==> config.mk <==
export PLATFORM = sky130hd
export DESIGN_NAME = jtag_serial_port
export DESIGN_NICKNAME = d
export VERILOG_FILES = /design/src/verilog/jsp_jtag_pkg.sv /design/src/verilog/jsp_bus_pkg.sv /design/src/verilog/jsp_byte_fifo.sv /design/src/verilog/jsp_in_ctrl.sv /design/src/verilog/jsp_out_ctrl.sv /design/src/verilog/jsp_bus_unit.sv /design/src/verilog/jtag_serial_port.sv
export VERILOG_INCLUDE_DIRS = /design/src /design/src/verilog
export SDC_FILE = /design/constraint.sdc
export NUM_CORES = 1
export LEC_CHECK = 0
export BUFFER_PORTS_ARGS = -buffer_cell sky130_fd_sc_hd__buf_2
export CORE_ASPECT_RATIO = 1.5
export CORE_MARGIN = 8
export CORE_UTILIZATION = 60
export DETAILED_ROUTE_END_ITERATION = 7
export HOLD_SLACK_MARGIN = 0.05
export PLACE_DENSITY = 0.77
export SLEW_MARGIN = 10
export SYNTH_ARGS = -nofsm -noshare
export SYNTH_HDL_FRONTEND = slang
export SYNTH_HIERARCHICAL = 1
export SYNTH_SLANG_ARGS = --single-unit
==> constraint.sdc <==
create_clock -name tck_i -period 8 [get_ports tck_i]
set_clock_uncertainty 0.15 [all_clocks]
set_input_delay 0.4 -clock tck_i [delete_from_list [all_inputs] [get_ports tck_i]]
set_output_delay 0.4 -clock tck_i [all_outputs]
set_load 0.02 [all_outputs]
==> src/verilog/jsp_defines.svh <==
// JTAG serial port sizing macros shared by the packages and the RTL

`ifndef JSP_DEFINES_SVH
`define JSP_DEFINES_SVH

// Width of one data byte on the serial link and the bus
`define JSP_BYTE_W 8

// Width of every byte count, wide enough to hold the full FIFO depth
`define JSP_CNT_W 4

// Bytes held in each direction
`define JSP_FIFO_DEPTH 8

`endif

==> src/verilog/jsp_jtag_pkg.sv <==
// JTAG serial port JTAG-side types: TAP strobes, controller states, data words

`default_nettype none

`include "jsp_defines.svh"

package jsp_jtag_pkg;

  typedef logic [`JSP_BYTE_W-1:0] jsp_byte_t;  // One serial data byte
  typedef logic [`JSP_CNT_W-1:0]  jsp_cnt_t;   // Byte count or free space

  // TAP strobes for this module's data register, valid for one clock each
  typedef struct packed {
    logic capture;  // Capture-DR
    logic shift;    // Shift-DR, one data bit per clock
    logic update;   // Update-DR, ends a session
  } jsp_tap_t;

  // Input side, bits from the host into the rx FIFO
  typedef enum logic [1:0] {
    in_idle   = 2'd0,
    in_wait   = 2'd1,  // Waiting for the start bit
    in_counts = 2'd2,  // Taking the user count byte
    in_xfer   = 2'd3   // Taking data bytes
  } jsp_in_state_t;

  // Output side, tx FIFO bytes out to the host
  typedef enum logic [1:0] {
    out_idle   = 2'd0,
    out_counts = 2'd1,  // Shifting the status byte
    out_rdack  = 2'd2,  // First bit of a byte, pops the loaded byte
    out_xfer   = 2'd3   // Remaining bits of a byte
  } jsp_out_state_t;

endpackage

`default_nettype wire

==> src/verilog/jsp_bus_pkg.sv <==
// JTAG serial port bus-side types: Wishbone request and response, FIFO status

`default_nettype none

`include "jsp_defines.svh"

package jsp_bus_pkg;

  ////////////////////////////////////////////////////////////////////////////
  // Wishbone slave, classic single transfers
  ////////////////////////////////////////////////////////////////////////////

  typedef struct packed {
    logic                   cyc;
    logic                   stb;
    logic                   we;   // 1 = write
    logic                   adr;  // Register select
    logic [`JSP_BYTE_W-1:0] dat;  // Write data
  } jsp_wb_req_t;

  typedef struct packed {
    logic                   ack;  // Registered, one cycle per transfer
    logic [`JSP_BYTE_W-1:0] dat;  // Read data, valid with ack
  } jsp_wb_rsp_t;

  // Register map
  localparam logic JSP_ADR_DATA   = 1'b0;  // Write pushes tx, read pops rx
  localparam logic JSP_ADR_STATUS = 1'b1;  // {tx free, rx available}

  // FIFO levels as the JTAG side sees them, tx_avail lands in the high nibble
  typedef struct packed {
    logic [`JSP_CNT_W-1:0] tx_avail;  // Bytes waiting for the host
    logic [`JSP_CNT_W-1:0] rx_free;   // Room for host bytes
  } jsp_fifo_stat_t;

endpackage

`default_nettype wire

==> src/verilog/jsp_byte_fifo.sv <==
// Byte FIFO: circular buffer with push, pop and occupancy count

`timescale 1ns/100ps
`default_nettype none

`include "jsp_defines.svh"

module jsp_byte_fifo
  import jsp_jtag_pkg::*;
(
  input  wire       tck_i,
  input  wire       rst_i,
  input  wire       push_i,   // Ignored when full
  input  jsp_byte_t data_i,
  input  wire       pop_i,    // Ignored when empty
  output jsp_byte_t data_o,   // Head byte, stale when empty
  output jsp_cnt_t  count_o
);

  localparam int PTR_W = $clog2(`JSP_FIFO_DEPTH);

  jsp_byte_t        mem_q [`JSP_FIFO_DEPTH];
  logic [PTR_W-1:0] wr_ptr_q;
  logic [PTR_W-1:0] rd_ptr_q;
  jsp_cnt_t         count_q;
  logic             do_push;
  logic             do_pop;

  assign do_push = push_i & (count_q != `JSP_CNT_W'(`JSP_FIFO_DEPTH));
  assign do_pop  = pop_i & (count_q != '0);

  // Storage
  always_ff @(posedge tck_i) begin
    if (do_push) begin
      mem_q[wr_ptr_q] <= data_i;
    end
  end

  always_ff @(posedge tck_i or posedge rst_i) begin
    if (rst_i) begin
      wr_ptr_q <= '0;
      rd_ptr_q <= '0;
      count_q  <= '0;
    end else begin
      if (do_push) begin  // Wrap at the last slot
        wr_ptr_q <= (wr_ptr_q == PTR_W'(`JSP_FIFO_DEPTH - 1)) ? '0 : wr_ptr_q + 1'b1;
      end
      if (do_pop) begin
        rd_ptr_q <= (rd_ptr_q == PTR_W'(`JSP_FIFO_DEPTH - 1)) ? '0 : rd_ptr_q + 1'b1;
      end
      count_q <= count_q + jsp_cnt_t'(do_push) - jsp_cnt_t'(do_pop);  // Both at once, no change
    end
  end

  assign data_o  = mem_q[rd_ptr_q];
  assign count_o = count_q;

endmodule

`default_nettype wire

==> src/verilog/jsp_in_ctrl.sv <==
// JTAG serial port input controller: deserializes tdi into rx FIFO pushes

`timescale 1ns/100ps
`default_nettype none

`include "jsp_defines.svh"

module jsp_in_ctrl
  import jsp_jtag_pkg::*;
#(
  parameter bit JSP_MULTI_DEVICE = 1'b1  // Wait for a 1 start bit, for shared chains
) (
  input  wire       tck_i,
  input  wire       rst_i,
  input  jsp_tap_t  tap_i,
  input  wire       module_select_i,
  input  wire       tdi_i,
  input  jsp_cnt_t  rx_free_i,   // FIFO space, sampled at capture
  output logic      rx_push_o,
  output jsp_byte_t rx_byte_o
);

  localparam int BIT_W = $clog2(`JSP_BYTE_W);

  jsp_in_state_t    state_q;
  jsp_in_state_t    state_d;
  logic [BIT_W-1:0] bit_cnt_q;    // Bits taken of the current byte
  logic             bit_max;      // Eighth bit of a byte on this edge
  jsp_byte_t        shreg_q;      // Deserializer, LSB arrives first
  jsp_byte_t        shreg_d;
  jsp_cnt_t         user_cnt_q;   // Bytes the host still intends to send
  jsp_cnt_t         space_cnt_q;  // Room left in the rx FIFO
  logic             sess_start;
  logic             shifting;     // Shift cycle while taking bits
  logic             accept;       // Completed byte goes to the FIFO

  assign sess_start = tap_i.capture & module_select_i;
  assign bit_max    = (bit_cnt_q == BIT_W'(`JSP_BYTE_W - 1));
  assign shreg_d    = {tdi_i, shreg_q[`JSP_BYTE_W-1:1]};  // New bit enters at the top
  assign shifting   = tap_i.shift & ((state_q == in_counts) | (state_q == in_xfer));

  // Throttle by both counts, extra host bytes are simply lost
  assign accept = (state_q == in_xfer) & tap_i.shift & bit_max
                & (user_cnt_q != '0) & (space_cnt_q != '0);

  ////////////////////////////////////////////////////////////////////////////
  // State machine
  ////////////////////////////////////////////////////////////////////////////

  always_comb begin
    state_d = state_q;
    unique case (state_q)
      in_idle: begin
        if (sess_start) begin
          if (JSP_MULTI_DEVICE) begin
            state_d = in_wait;
          end else begin
            state_d = in_counts;
          end
        end
      end
      in_wait: begin
        if (tap_i.update) begin
          state_d = in_idle;
        end else if (tap_i.shift && tdi_i) begin
          state_d = in_counts;  // Start bit seen
        end
      end
      in_counts: begin
        if (tap_i.update) begin
          state_d = in_idle;
        end else if (tap_i.shift && bit_max) begin
          state_d = in_xfer;
        end
      end
      in_xfer: begin
        if (tap_i.update) begin
          state_d = in_idle;  // Abort, partial byte dropped
        end
      end
      default: state_d = in_idle;
    endcase
  end

  always_ff @(posedge tck_i or posedge rst_i) begin
    if (rst_i) begin
      state_q     <= in_idle;
      bit_cnt_q   <= '0;
      user_cnt_q  <= '0;
      space_cnt_q <= '0;
    end else begin
      state_q <= state_d;
      if (state_q == in_idle) begin
        bit_cnt_q <= '0;
        if (sess_start) begin
          space_cnt_q <= rx_free_i;
        end
      end else if (shifting) begin
        bit_cnt_q <= bit_max ? '0 : bit_cnt_q + 1'b1;
        // Count byte only uses its low nibble
        if ((state_q == in_counts) && bit_max) begin
          user_cnt_q <= shreg_d[`JSP_CNT_W-1:0];
        end
        if (accept) begin
          user_cnt_q  <= user_cnt_q - 1'b1;
          space_cnt_q <= space_cnt_q - 1'b1;
        end
      end
    end
  end

  // Deserializer
  always_ff @(posedge tck_i) begin
    if (shifting) begin
      shreg_q <= shreg_d;
    end
  end

  assign rx_push_o = accept;
  assign rx_byte_o = shreg_d;  // Includes the bit on tdi this cycle

endmodule

`default_nettype wire

==> src/verilog/jsp_out_ctrl.sv <==
// JTAG serial port output controller: status byte then tx FIFO bytes onto tdo

`timescale 1ns/100ps
`default_nettype none

`include "jsp_defines.svh"

module jsp_out_ctrl
  import jsp_jtag_pkg::*;
  import jsp_bus_pkg::*;
(
  input  wire            tck_i,
  input  wire            rst_i,
  input  jsp_tap_t       tap_i,
  input  wire            module_select_i,
  input  jsp_fifo_stat_t fifo_stat_i,
  input  jsp_byte_t      tx_head_i,   // Head of the tx FIFO
  output logic           tx_pop_o,
  output logic           tdo_o
);

  localparam int BIT_W = $clog2(`JSP_BYTE_W);

  jsp_out_state_t   state_q;
  jsp_out_state_t   state_d;
  logic [BIT_W-1:0] bit_cnt_q;   // Bits sent of the current byte
  logic             bit_max;     // Last bit of a byte on this edge
  jsp_cnt_t         word_cnt_q;  // tx bytes still owed to the host
  logic             word_left;
  jsp_byte_t        shreg_q;     // Parallel-load serializer, LSB out first
  logic             sess_start;
  logic             shift_en;    // Shift cycle inside a session
  logic             load_stat;
  logic             load_head;

  assign sess_start = tap_i.capture & module_select_i;
  assign bit_max    = (bit_cnt_q == BIT_W'(`JSP_BYTE_W - 1));
  assign word_left  = (word_cnt_q != '0);
  assign shift_en   = tap_i.shift & (state_q != out_idle);
  assign load_stat  = (state_q == out_idle) & sess_start;

  // Next byte replaces the shift at a byte boundary, popped one bit later
  assign load_head = shift_en & bit_max & word_left
                   & ((state_q == out_counts) | (state_q == out_xfer));

  ////////////////////////////////////////////////////////////////////////////
  // State machine
  ////////////////////////////////////////////////////////////////////////////

  always_comb begin
    state_d = state_q;
    unique case (state_q)
      out_idle: begin
        if (sess_start) begin
          state_d = out_counts;
        end
      end
      out_counts: begin
        if (tap_i.update) begin
          state_d = out_idle;
        end else if (tap_i.shift && bit_max) begin
          state_d = out_rdack;
        end
      end
      out_rdack: begin
        if (tap_i.update) begin
          state_d = out_idle;
        end else if (tap_i.shift) begin
          state_d = out_xfer;  // Pop happens on this edge
        end
      end
      out_xfer: begin
        if (tap_i.update) begin
          state_d = out_idle;
        end else if (tap_i.shift && bit_max) begin
          state_d = out_rdack;
        end
      end
      default: state_d = out_idle;
    endcase
  end

  always_ff @(posedge tck_i or posedge rst_i) begin
    if (rst_i) begin
      state_q    <= out_idle;
      bit_cnt_q  <= '0;
      word_cnt_q <= '0;
    end else begin
      state_q <= state_d;
      if (state_q == out_idle) begin
        bit_cnt_q <= '0;
      end else if (shift_en) begin
        bit_cnt_q <= bit_max ? '0 : bit_cnt_q + 1'b1;
      end
      // Only bytes present at capture are sent
      if (load_stat) begin
        word_cnt_q <= fifo_stat_i.tx_avail;
      end else if (tx_pop_o) begin
        word_cnt_q <= word_cnt_q - 1'b1;
      end
    end
  end

  // Serializer, zeros fill in behind the data
  always_ff @(posedge tck_i or posedge rst_i) begin
    if (rst_i) begin
      shreg_q <= '0;
    end else if (load_stat) begin
      shreg_q <= fifo_stat_i;  // {tx_avail, rx_free}
    end else if (load_head) begin
      shreg_q <= tx_head_i;
    end else if (shift_en) begin
      shreg_q <= {1'b0, shreg_q[`JSP_BYTE_W-1:1]};
    end
  end

  // Read-acknowledge on the first bit of the loaded byte
  assign tx_pop_o = (state_q == out_rdack) & tap_i.shift & word_left;
  assign tdo_o    = shreg_q[0];

endmodule

`default_nettype wire

==> src/verilog/jsp_bus_unit.sv <==
// JTAG serial port bus unit: rx and tx FIFOs behind a Wishbone slave

`timescale 1ns/100ps
`default_nettype none

`include "jsp_defines.svh"

module jsp_bus_unit
  import jsp_jtag_pkg::*;
  import jsp_bus_pkg::*;
(
  input  wire            tck_i,
  input  wire            rst_i,
  input  wire            rx_push_i,   // From the input controller
  input  jsp_byte_t      rx_byte_i,
  input  wire            tx_pop_i,    // From the output controller
  output jsp_byte_t      tx_head_o,
  output jsp_fifo_stat_t fifo_stat_o,
  input  jsp_wb_req_t    wb_req_i,
  output jsp_wb_rsp_t    wb_rsp_o
);

  jsp_byte_t rx_head;
  jsp_cnt_t  rx_count;
  jsp_cnt_t  tx_count;
  jsp_cnt_t  tx_free;
  logic      access;    // New transfer, not yet acked
  logic      wr_data;
  logic      rd_data;
  jsp_byte_t rd_mux;
  logic      ack_q;
  jsp_byte_t dat_q;

  assign access  = wb_req_i.cyc & wb_req_i.stb & ~ack_q;
  assign wr_data = access & wb_req_i.we & (wb_req_i.adr == JSP_ADR_DATA);
  assign rd_data = access & ~wb_req_i.we & (wb_req_i.adr == JSP_ADR_DATA);
  assign tx_free = `JSP_CNT_W'(`JSP_FIFO_DEPTH) - tx_count;

  // Host to software
  jsp_byte_fifo rx_fifo (
    .tck_i  (tck_i),
    .rst_i  (rst_i),
    .push_i (rx_push_i),
    .data_i (rx_byte_i),
    .pop_i  (rd_data),
    .data_o (rx_head),
    .count_o(rx_count)
  );

  // Software to host, a write to a full FIFO is dropped inside
  jsp_byte_fifo tx_fifo (
    .tck_i  (tck_i),
    .rst_i  (rst_i),
    .push_i (wr_data),
    .data_i (wb_req_i.dat),
    .pop_i  (tx_pop_i),
    .data_o (tx_head_o),
    .count_o(tx_count)
  );

  ////////////////////////////////////////////////////////////////////////////
  // Register read and response
  ////////////////////////////////////////////////////////////////////////////

  always_comb begin
    if (wb_req_i.adr == JSP_ADR_STATUS) begin
      rd_mux = {tx_free, rx_count};
    end else if (rx_count != '0) begin
      rd_mux = rx_head;
    end else begin
      rd_mux = '0;  // Empty rx reads as zero
    end
  end

  always_ff @(posedge tck_i or posedge rst_i) begin
    if (rst_i) begin
      ack_q <= 1'b0;
    end else begin
      ack_q <= access;  // Single-cycle pulse
    end
  end

  always_ff @(posedge tck_i) begin
    if (access && !wb_req_i.we) begin
      dat_q <= rd_mux;
    end
  end

  assign wb_rsp_o = '{ack: ack_q, dat: dat_q};

  // Levels for the JTAG side
  assign fifo_stat_o = '{tx_avail: tx_count,
                         rx_free:  `JSP_CNT_W'(`JSP_FIFO_DEPTH) - rx_count};

endmodule

`default_nettype wire

==> src/verilog/jtag_serial_port.sv <==
// JTAG serial port top: input and output controllers joined to the bus unit

`timescale 1ns/100ps
`default_nettype none

module jtag_serial_port
  import jsp_jtag_pkg::*;
  import jsp_bus_pkg::*;
#(
  parameter bit JSP_MULTI_DEVICE = 1'b1
) (
  input  wire         tck_i,
  input  wire         rst_i,
  input  jsp_tap_t    tap_i,
  input  wire         module_select_i,
  input  wire         tdi_i,
  output logic        tdo_o,
  input  jsp_wb_req_t wb_req_i,
  output jsp_wb_rsp_t wb_rsp_o
);

  logic           rx_push;    // One pulse per accepted host byte
  jsp_byte_t      rx_byte;
  logic           tx_pop;     // Read-acknowledge from the output side
  jsp_byte_t      tx_head;
  jsp_fifo_stat_t fifo_stat;

  jsp_in_ctrl #(
    .JSP_MULTI_DEVICE(JSP_MULTI_DEVICE)
  ) u_in_ctrl (
    .tck_i          (tck_i),
    .rst_i          (rst_i),
    .tap_i          (tap_i),
    .module_select_i(module_select_i),
    .tdi_i          (tdi_i),
    .rx_free_i      (fifo_stat.rx_free),
    .rx_push_o      (rx_push),
    .rx_byte_o      (rx_byte)
  );

  jsp_out_ctrl u_out_ctrl (
    .tck_i          (tck_i),
    .rst_i          (rst_i),
    .tap_i          (tap_i),
    .module_select_i(module_select_i),
    .fifo_stat_i    (fifo_stat),
    .tx_head_i      (tx_head),
    .tx_pop_o       (tx_pop),
    .tdo_o          (tdo_o)
  );

  jsp_bus_unit u_bus_unit (
    .tck_i      (tck_i),
    .rst_i      (rst_i),
    .rx_push_i  (rx_push),
    .rx_byte_i  (rx_byte),
    .tx_pop_i   (tx_pop),
    .tx_head_o  (tx_head),
    .fifo_stat_o(fifo_stat),
    .wb_req_i   (wb_req_i),
    .wb_rsp_o   (wb_rsp_o)
  );

endmodule

`default_nettype wire

# [Word level (Yosys, flattened, before mapping)]
# Memory sizes are Yosys's and may differ from the RTL's.
# Cells that the tools add are included.
# W data, S select, Z words.
[classes] add_sub_neg=15 n_eq_ne=21 mux=39 bitwise=29 reduce_logical=25
[op_table] operator="$mux W8" count=5
[op_table] operator="$mux W4" count=8
[op_table] operator="$mux W3" count=10
[op_table] operator="$and A1 B1 Y1" count=23
[op_table] operator="$mux W2" count=10
[op_table] operator="$reduce_bool A4 Y1" count=5
[op_table] operator="$add A3 B1 Y3 const B" count=6
[op_table] operator="$eq A3 B3 Y1 const B" count=6
[op_table] operator="$reduce_bool A2 Y1" count=6
[op_table] operator="$sub A4 B1 Y4 const B" count=3
[op_table] operator="$reduce_and A3 Y1" count=3
[op_table] operator="$add A4 B1 Y4" count=2
[op_table] operator="$eq A2 B2 Y1 const B" count=4
[op_table] operator="$ne A4 B4 Y1 const B" count=2
[op_table] operator="$pmux W2 S4" count=1
[op_table] operator="$sub A4 B1 Y4" count=2
[op_table] operator="$sub A4 B4 Y4 const A" count=2
[op_table] operator="$ne A3 B3 Y1 const B" count=2
[op_table] operator="$pmux W2 S3" count=1
[op_table] operator="$logic_and A1 B1 Y1" count=5
[op_table] operator="$eq A2 B1 Y1 const B" count=2
[op_table] operator="$logic_not A2 Y1" count=2
[op_table] operator="$mux W1" count=4
[op_table] operator="$ne A2 B1 Y1 const B" count=2
[op_table] operator="9 further kinds" count=13
[totals] ff_bits=67 ramBits=128 input_bits=19 out_inout_bits=10 wordCells=148 mem_count=2
[mem_list] name="u_bus_unit.rx_fifo.mem_q" depth=8 width=8 rd=1 rd_ports_with_merged_regs=0 write_ports=1 line="jsp_byte_fifo.sv:22" text="jsp_byte_t mem_q [`JSP_FIFO_DEPTH];"
[mem_list] name="u_bus_unit.tx_fifo.mem_q" depth=8 width=8 rd=1 rd_ports_with_merged_regs=0 write_ports=1 line="jsp_byte_fifo.sv:22"

# [Longest topological paths before layout]
[depth] word_depth=8 mapped_depth=13 depth_no_buf=12

# [Hierarchy]
# The synthesis kept the hierarchy.
[modules_own_cells] mod="jsp_byte_fifo" instances=2 cells_each=150 area_per_inst_um2=3099.2 seq_area_each_um2=2172.1
[modules_own_cells] mod="jsp_in_ctrl" instances=1 cells_each=100 area_per_inst_um2=1049.8 seq_area_each_um2=535.5
[modules_own_cells] mod="jsp_out_ctrl" instances=1 cells_each=96 area_per_inst_um2=928.4 seq_area_each_um2=425.4
[modules_own_cells] mod="jsp_bus_unit" instances=1 cells_each=41 area_per_inst_um2=501.7 seq_area_each_um2=265.3

# [Worst setup path after synthesis]
# OpenSTA, ideal clock, no wires.
[synth_path] path_type="reg-to-reg" from="reg u_in_ctrl.bit_cnt_q[0]" to="mem u_bus_unit/rx_fifo/mem_q[0][0] (netlist name), enable pin" setup_time_ns=0.395 t_arrival_ns=2.262 required_ns=7.455 slack_ns=5.194 stages_incl_launch_ff=8 path_buffers=0 synth_period_minus_slack_ns=2.806 cell_sequence="dfrtp_1 -> ha_1 -> ha_1 -> nand4_2 -> or3_4 -> clkinv_2 -> o31ai_2 -> nor4_1"
[synth_via] elab_chain_len=7
[synth_lines] element="start: declaration" line="jsp_in_ctrl.sv:27" text="logic [BIT_W-1:0] bit_cnt_q;"
[synth_lines] element="start signal: assignment" line="jsp_in_ctrl.sv:99" text="bit_cnt_q <= bit_max ? '0 : bit_cnt_q + 1'b1;"
[synth_lines] element="$eq A3 B3 Y1" line="jsp_in_ctrl.sv:38" text="assign bit_max = (bit_cnt_q == BIT_W'(`JSP_BYTE_W - 1));"
[synth_lines] element="$and A1 B1 Y1" line="jsp_in_ctrl.sv:43" text="assign accept = (state_q == in_xfer) & tap_i.shift & bit_max"
[synth_lines] element="$and A1 B1 Y1 (2 in a row)" line="jsp_in_ctrl.sv:44" text="& (user_cnt_q != '0) & (space_cnt_q != '0);"
[synth_lines] element="via rx_push" line="jtag_serial_port.sv:22" text="logic rx_push;"
[synth_lines] element="$and A1 B1 Y1" line="jsp_byte_fifo.sv:29" text="assign do_push = push_i & (count_q != `JSP_CNT_W'(`JSP_FIFO_DEPTH));"
[synth_lines] element="$mux W1" line="jsp_byte_fifo.sv:34" text="if (do_push) begin"
[synth_lines] element="$mux W1 (implied by the code)" line="jsp_byte_fifo.sv:35" text="mem_q[wr_ptr_q] <= data_i;"
[synth_lines] element="end: declaration" line="jsp_byte_fifo.sv:22"
# The timed path passes the listed nets, and every way through them passes these cells.

# [Worst setup path in the final report]
[layout_path] from="reg u_in_ctrl.bit_cnt_q[0]" to="mem u_bus_unit/rx_fifo/mem_q[1][6] (netlist name), enable pin"
# The elaborated chain is that of the path after synthesis.

==> reports/results.ini <==
[global_route]
grt_pass1_vias = 4927
grt_pass1_wl_mm = 25.6
antenna_found_initial = 0
grt_max_degree = 20
grt_overflow_total = 0
grt_usage_pct = 18.2

[setup_path]
crit_top_cell = ha_1
arrival_ns = 3.03
r2r_cells = 7
cp_num_buf_inv = 1
cp_slowest_cell = nor3_1
reg2reg_from = u_in_ctrl/bit_cnt_q[0]$_DFFE_PP0N_
reg2reg_to = u_bus_unit/rx_fifo/mem_q[1][6]$_DFFE_PP_
path_class = reg2reg
cp.required_ns = 7.89
crit_family = simple AND/OR/NAND/NOR gates
cp-start-kind = flop
worstPathCellList = ha_1 > ha_1 > nand4_2 > or3_4 > clkinv_2 > o311ai_0 > nor3_1
end_kind = flop
reg2reg_slack_ns = 4.87
cp_max_fo = 8
cpPeakStageDelay_ns = 0.87

[logic_synthesis]
synth-seq-cells = 194
synth_cell_types = 69
syn_area_per_cell_um2 = 16.2
synthArstFlopShare_pct = 26.3
synthCells = 537
synth_ff_type = edfxtp_1
yosys.area.top_type = edfxtp_1
yosysTopAreaCellShare_pct = 49.5
synth_edf_count = 143
yosys_warnings = 6
yosysSeqAreaShare_pct = 64.2
syn_nets = 587
ys_top_cells_by_area = edfxtp_1 49%, dfrtp_1 15%, mux4_1 4.8%
synth_area_um2 = 8680

[clock_network]
ctsHoldBuffers = 2
numCtsBuffers = 17
htree_levels = 4
clock-root-buffer = clkbuf_16
cts_resized = 0
clk_pin_slew_ns = 0.07
cts.sinks = 194
clk_latency_ns = 0.43
cts_buffer_depth = 2
cts_tree = built
postCtsSetupRepairBufs = 0

[final_layout]
layout_common_cells = 143 x edfxtp_1, 51 x dfrtp_1, 34 x inv_1
final_nets = 621
final_common_cell = edfxtp_1
areaGrowthSynthToFinish_pct = 10.2
drive_gt1_share_pct = 22.1
n_antenna_cell = 0

[min_path]
worstHoldEndpoint = u_bus_unit/tx_fifo/mem_q[5][7]$_DFFE_PP_
hold-path-cell-count = 1
min_path_type = in2reg
hold_path.startpoint = wb_req_i[7]

[sta]
worst_slew_pin_slew_ns = 1.13
hold_viol = 0
finalCriticalPeriod_ns = 3.13
finalSetupViolCount = 0
worst_slack_ns = 4.87
tns_ns = 0
rsz0062_at_grt = no
relSlewSlack_pct = 24.1
slew_viol_final = 0
fmax_mhz = 319
final.period_utilization_pct = 39.2
hold_ws_ns = 0.0807

[detailed_routing]
wl_met2_mm = 8.82
routed-wl-met3_um = 550
via_per_inst = 5.97
drt_iter0_markers = 310
wl_met1_mm = 6.01
drc_errors = 0
dr.pass1.iters = 5
drt_wl_total_mm = 16.0
drtAntennaViolNets = 0
highest_layer = met4
vias = 4657
routedWlPerCell_um = 20.5

[placed_design]
io_buffers = 28
place_ws_ns = 4.90
place_hpwl_mm = 11.4
globalplace.congestion = 0.814

[die]
core_um2 = 14300
start_util_pct = 60.6
die_x_um = 114
ios = 29
dieArea_um2 = 18600
rows = 54
die_h_um = 163

[pwr]
ir_drop_mv = 0.167
p_leak_nw = 3.65
power_density_nw_per_um2 = 279

[job]
maxCapViolations = 0

[outcome]
status = finished clean

==> metal layers <==
layer | global-route usage, % | up-vias
met1 | 19.3 | 2352
met4 | 9.12 | 0
met3 | 4.18 | 41
met2 | 33.1 | 123
met5 | 0 | -
li1 | - | 2141
==> how the worst max path moves through the flow <==
stage / start / slack (ns) / to / depth (start not counted)
floorplan: u_in_ctrl/bit_cnt_q[0]$_DFFE_PP0N_ / 5.19 / u_bus_unit/rx_fifo/mem_q[0][0]$_DFFE_PP_ / 7
global placement: u_in_ctrl/bit_cnt_q[0]$_DFFE_PP0N_ / 5.02 / u_bus_unit/rx_fifo/mem_q[1][0]$_DFFE_PP_ / 7
detailed placement: u_in_ctrl/bit_cnt_q[0]$_DFFE_PP0N_ / 4.90 / u_bus_unit/rx_fifo/mem_q[1][1]$_DFFE_PP_ / 7
CTS: u_in_ctrl/bit_cnt_q[0]$_DFFE_PP0N_ / 4.85 / u_bus_unit/rx_fifo/mem_q[1][6]$_DFFE_PP_ / 7
global route: u_in_ctrl/bit_cnt_q[0]$_DFFE_PP0N_ / 4.55 / u_bus_unit/rx_fifo/mem_q[1][7]$_DFFE_PP_ / 7
finish: u_in_ctrl/bit_cnt_q[0]$_DFFE_PP0N_ / 4.87 / u_bus_unit/rx_fifo/mem_q[1][6]$_DFFE_PP_ / 7
==> state kept, by name, summed over array words and instances (netlist names) <==
signal,count
u_bus_unit/dat_q,8
u_in_ctrl/space_cnt_q,4
u_bus_unit/tx_fifo/rd_ptr_q,3
u_in_ctrl/shreg_q,7
u_bus_unit/tx_fifo/wr_ptr_q,3
u_in_ctrl/user_cnt_q,4
u_bus_unit/rx_fifo/rd_ptr_q,3
u_bus_unit/tx_fifo/count_o,4
u_bus_unit/rx_fifo/wr_ptr_q,3
u_bus_unit/rx_fifo/count_o,4
u_in_ctrl/bit_cnt_q,3
u_out_ctrl/bit_cnt_q,3
u_in_ctrl/state_q,2
u_bus_unit/ack_q,1
u_out_ctrl/shreg_q,8
u_out_ctrl/state_q,2
u_bus_unit/tx_fifo/mem_q,64
u_bus_unit/rx_fifo/mem_q,64
u_out_ctrl/word_cnt_q,4
==> cell families after synthesis <==
kind of cell	count (synthesis)	share of synthesized area, %
AND/OR/NAND/NOR	115	7.11
AO/OA/AOI/OAI	65	5.72
adder cells (fa/ha/maj)	31	4.64
multiplexers	66	14.0
buffers and inverters	57	3.42
flip-flops	194	64.2
XOR/XNOR	9	0.908
==> stage by stage <==
stage	power (mW)	util (%)	area, um^2	std cells
2_1_floorplan	1.71	-	8680	537
4_1_cts	2.69	66.8	9570	780
5_1_grt	2.79	66.8	9570	780
3_5_place_dp	1.85	62.5	8950	746
6_report	2.67	66.8	9570	780
3_3_place_gp	1.82	62.5	8950	746
==> power by group <==
part / total, mW / internal, mW / switching (mW)
registers: 1.32 / 1.17 / 0.152
clock network: 0.836 / 0.447 / 0.389
logic: 0.513 / 0.276 / 0.236
==> final cells by class <==
type / instances / area [um^2]
multi-input cells: 286 / 2810
repair buffers: 36 / 205
clock buffers: 18 / 429
clock inverters: 14 / 169
flip-flops and latches: 194 / 5570
well taps: 196 / 245
inverters: 36 / 136
fillers: 980 / 4760
==> cell usage after synthesis (all sizes together), types with 3 or more instances <==
master,instances
mux4,32
dfrtp,51
nor3,26
mux2,28
a211oi,9
o311ai,3
nand2,17
a31oi,4
nor3b,4
nand2b,8
mux2i,6
inv,35
buf,18
clkbuf,3
nor2,33
nor4,4
o21ai,9
a22o,9
xnor2,3
xor2,6
and2,3
ha,29
edfxtp,143
o31ai,5
a21oi,12
or3,3
==> worst register-to-register path, stage by stage (launching register included) <==
cell	delay, ns
dfrtp_1	0.38
ha_1	0.18
ha_1	0.22
nand4_2	0.16
or3_4	0.40
clkinv_2	0.10
o311ai_0	0.28
nor3_1	0.87
(Power assumes the default switching activity.)
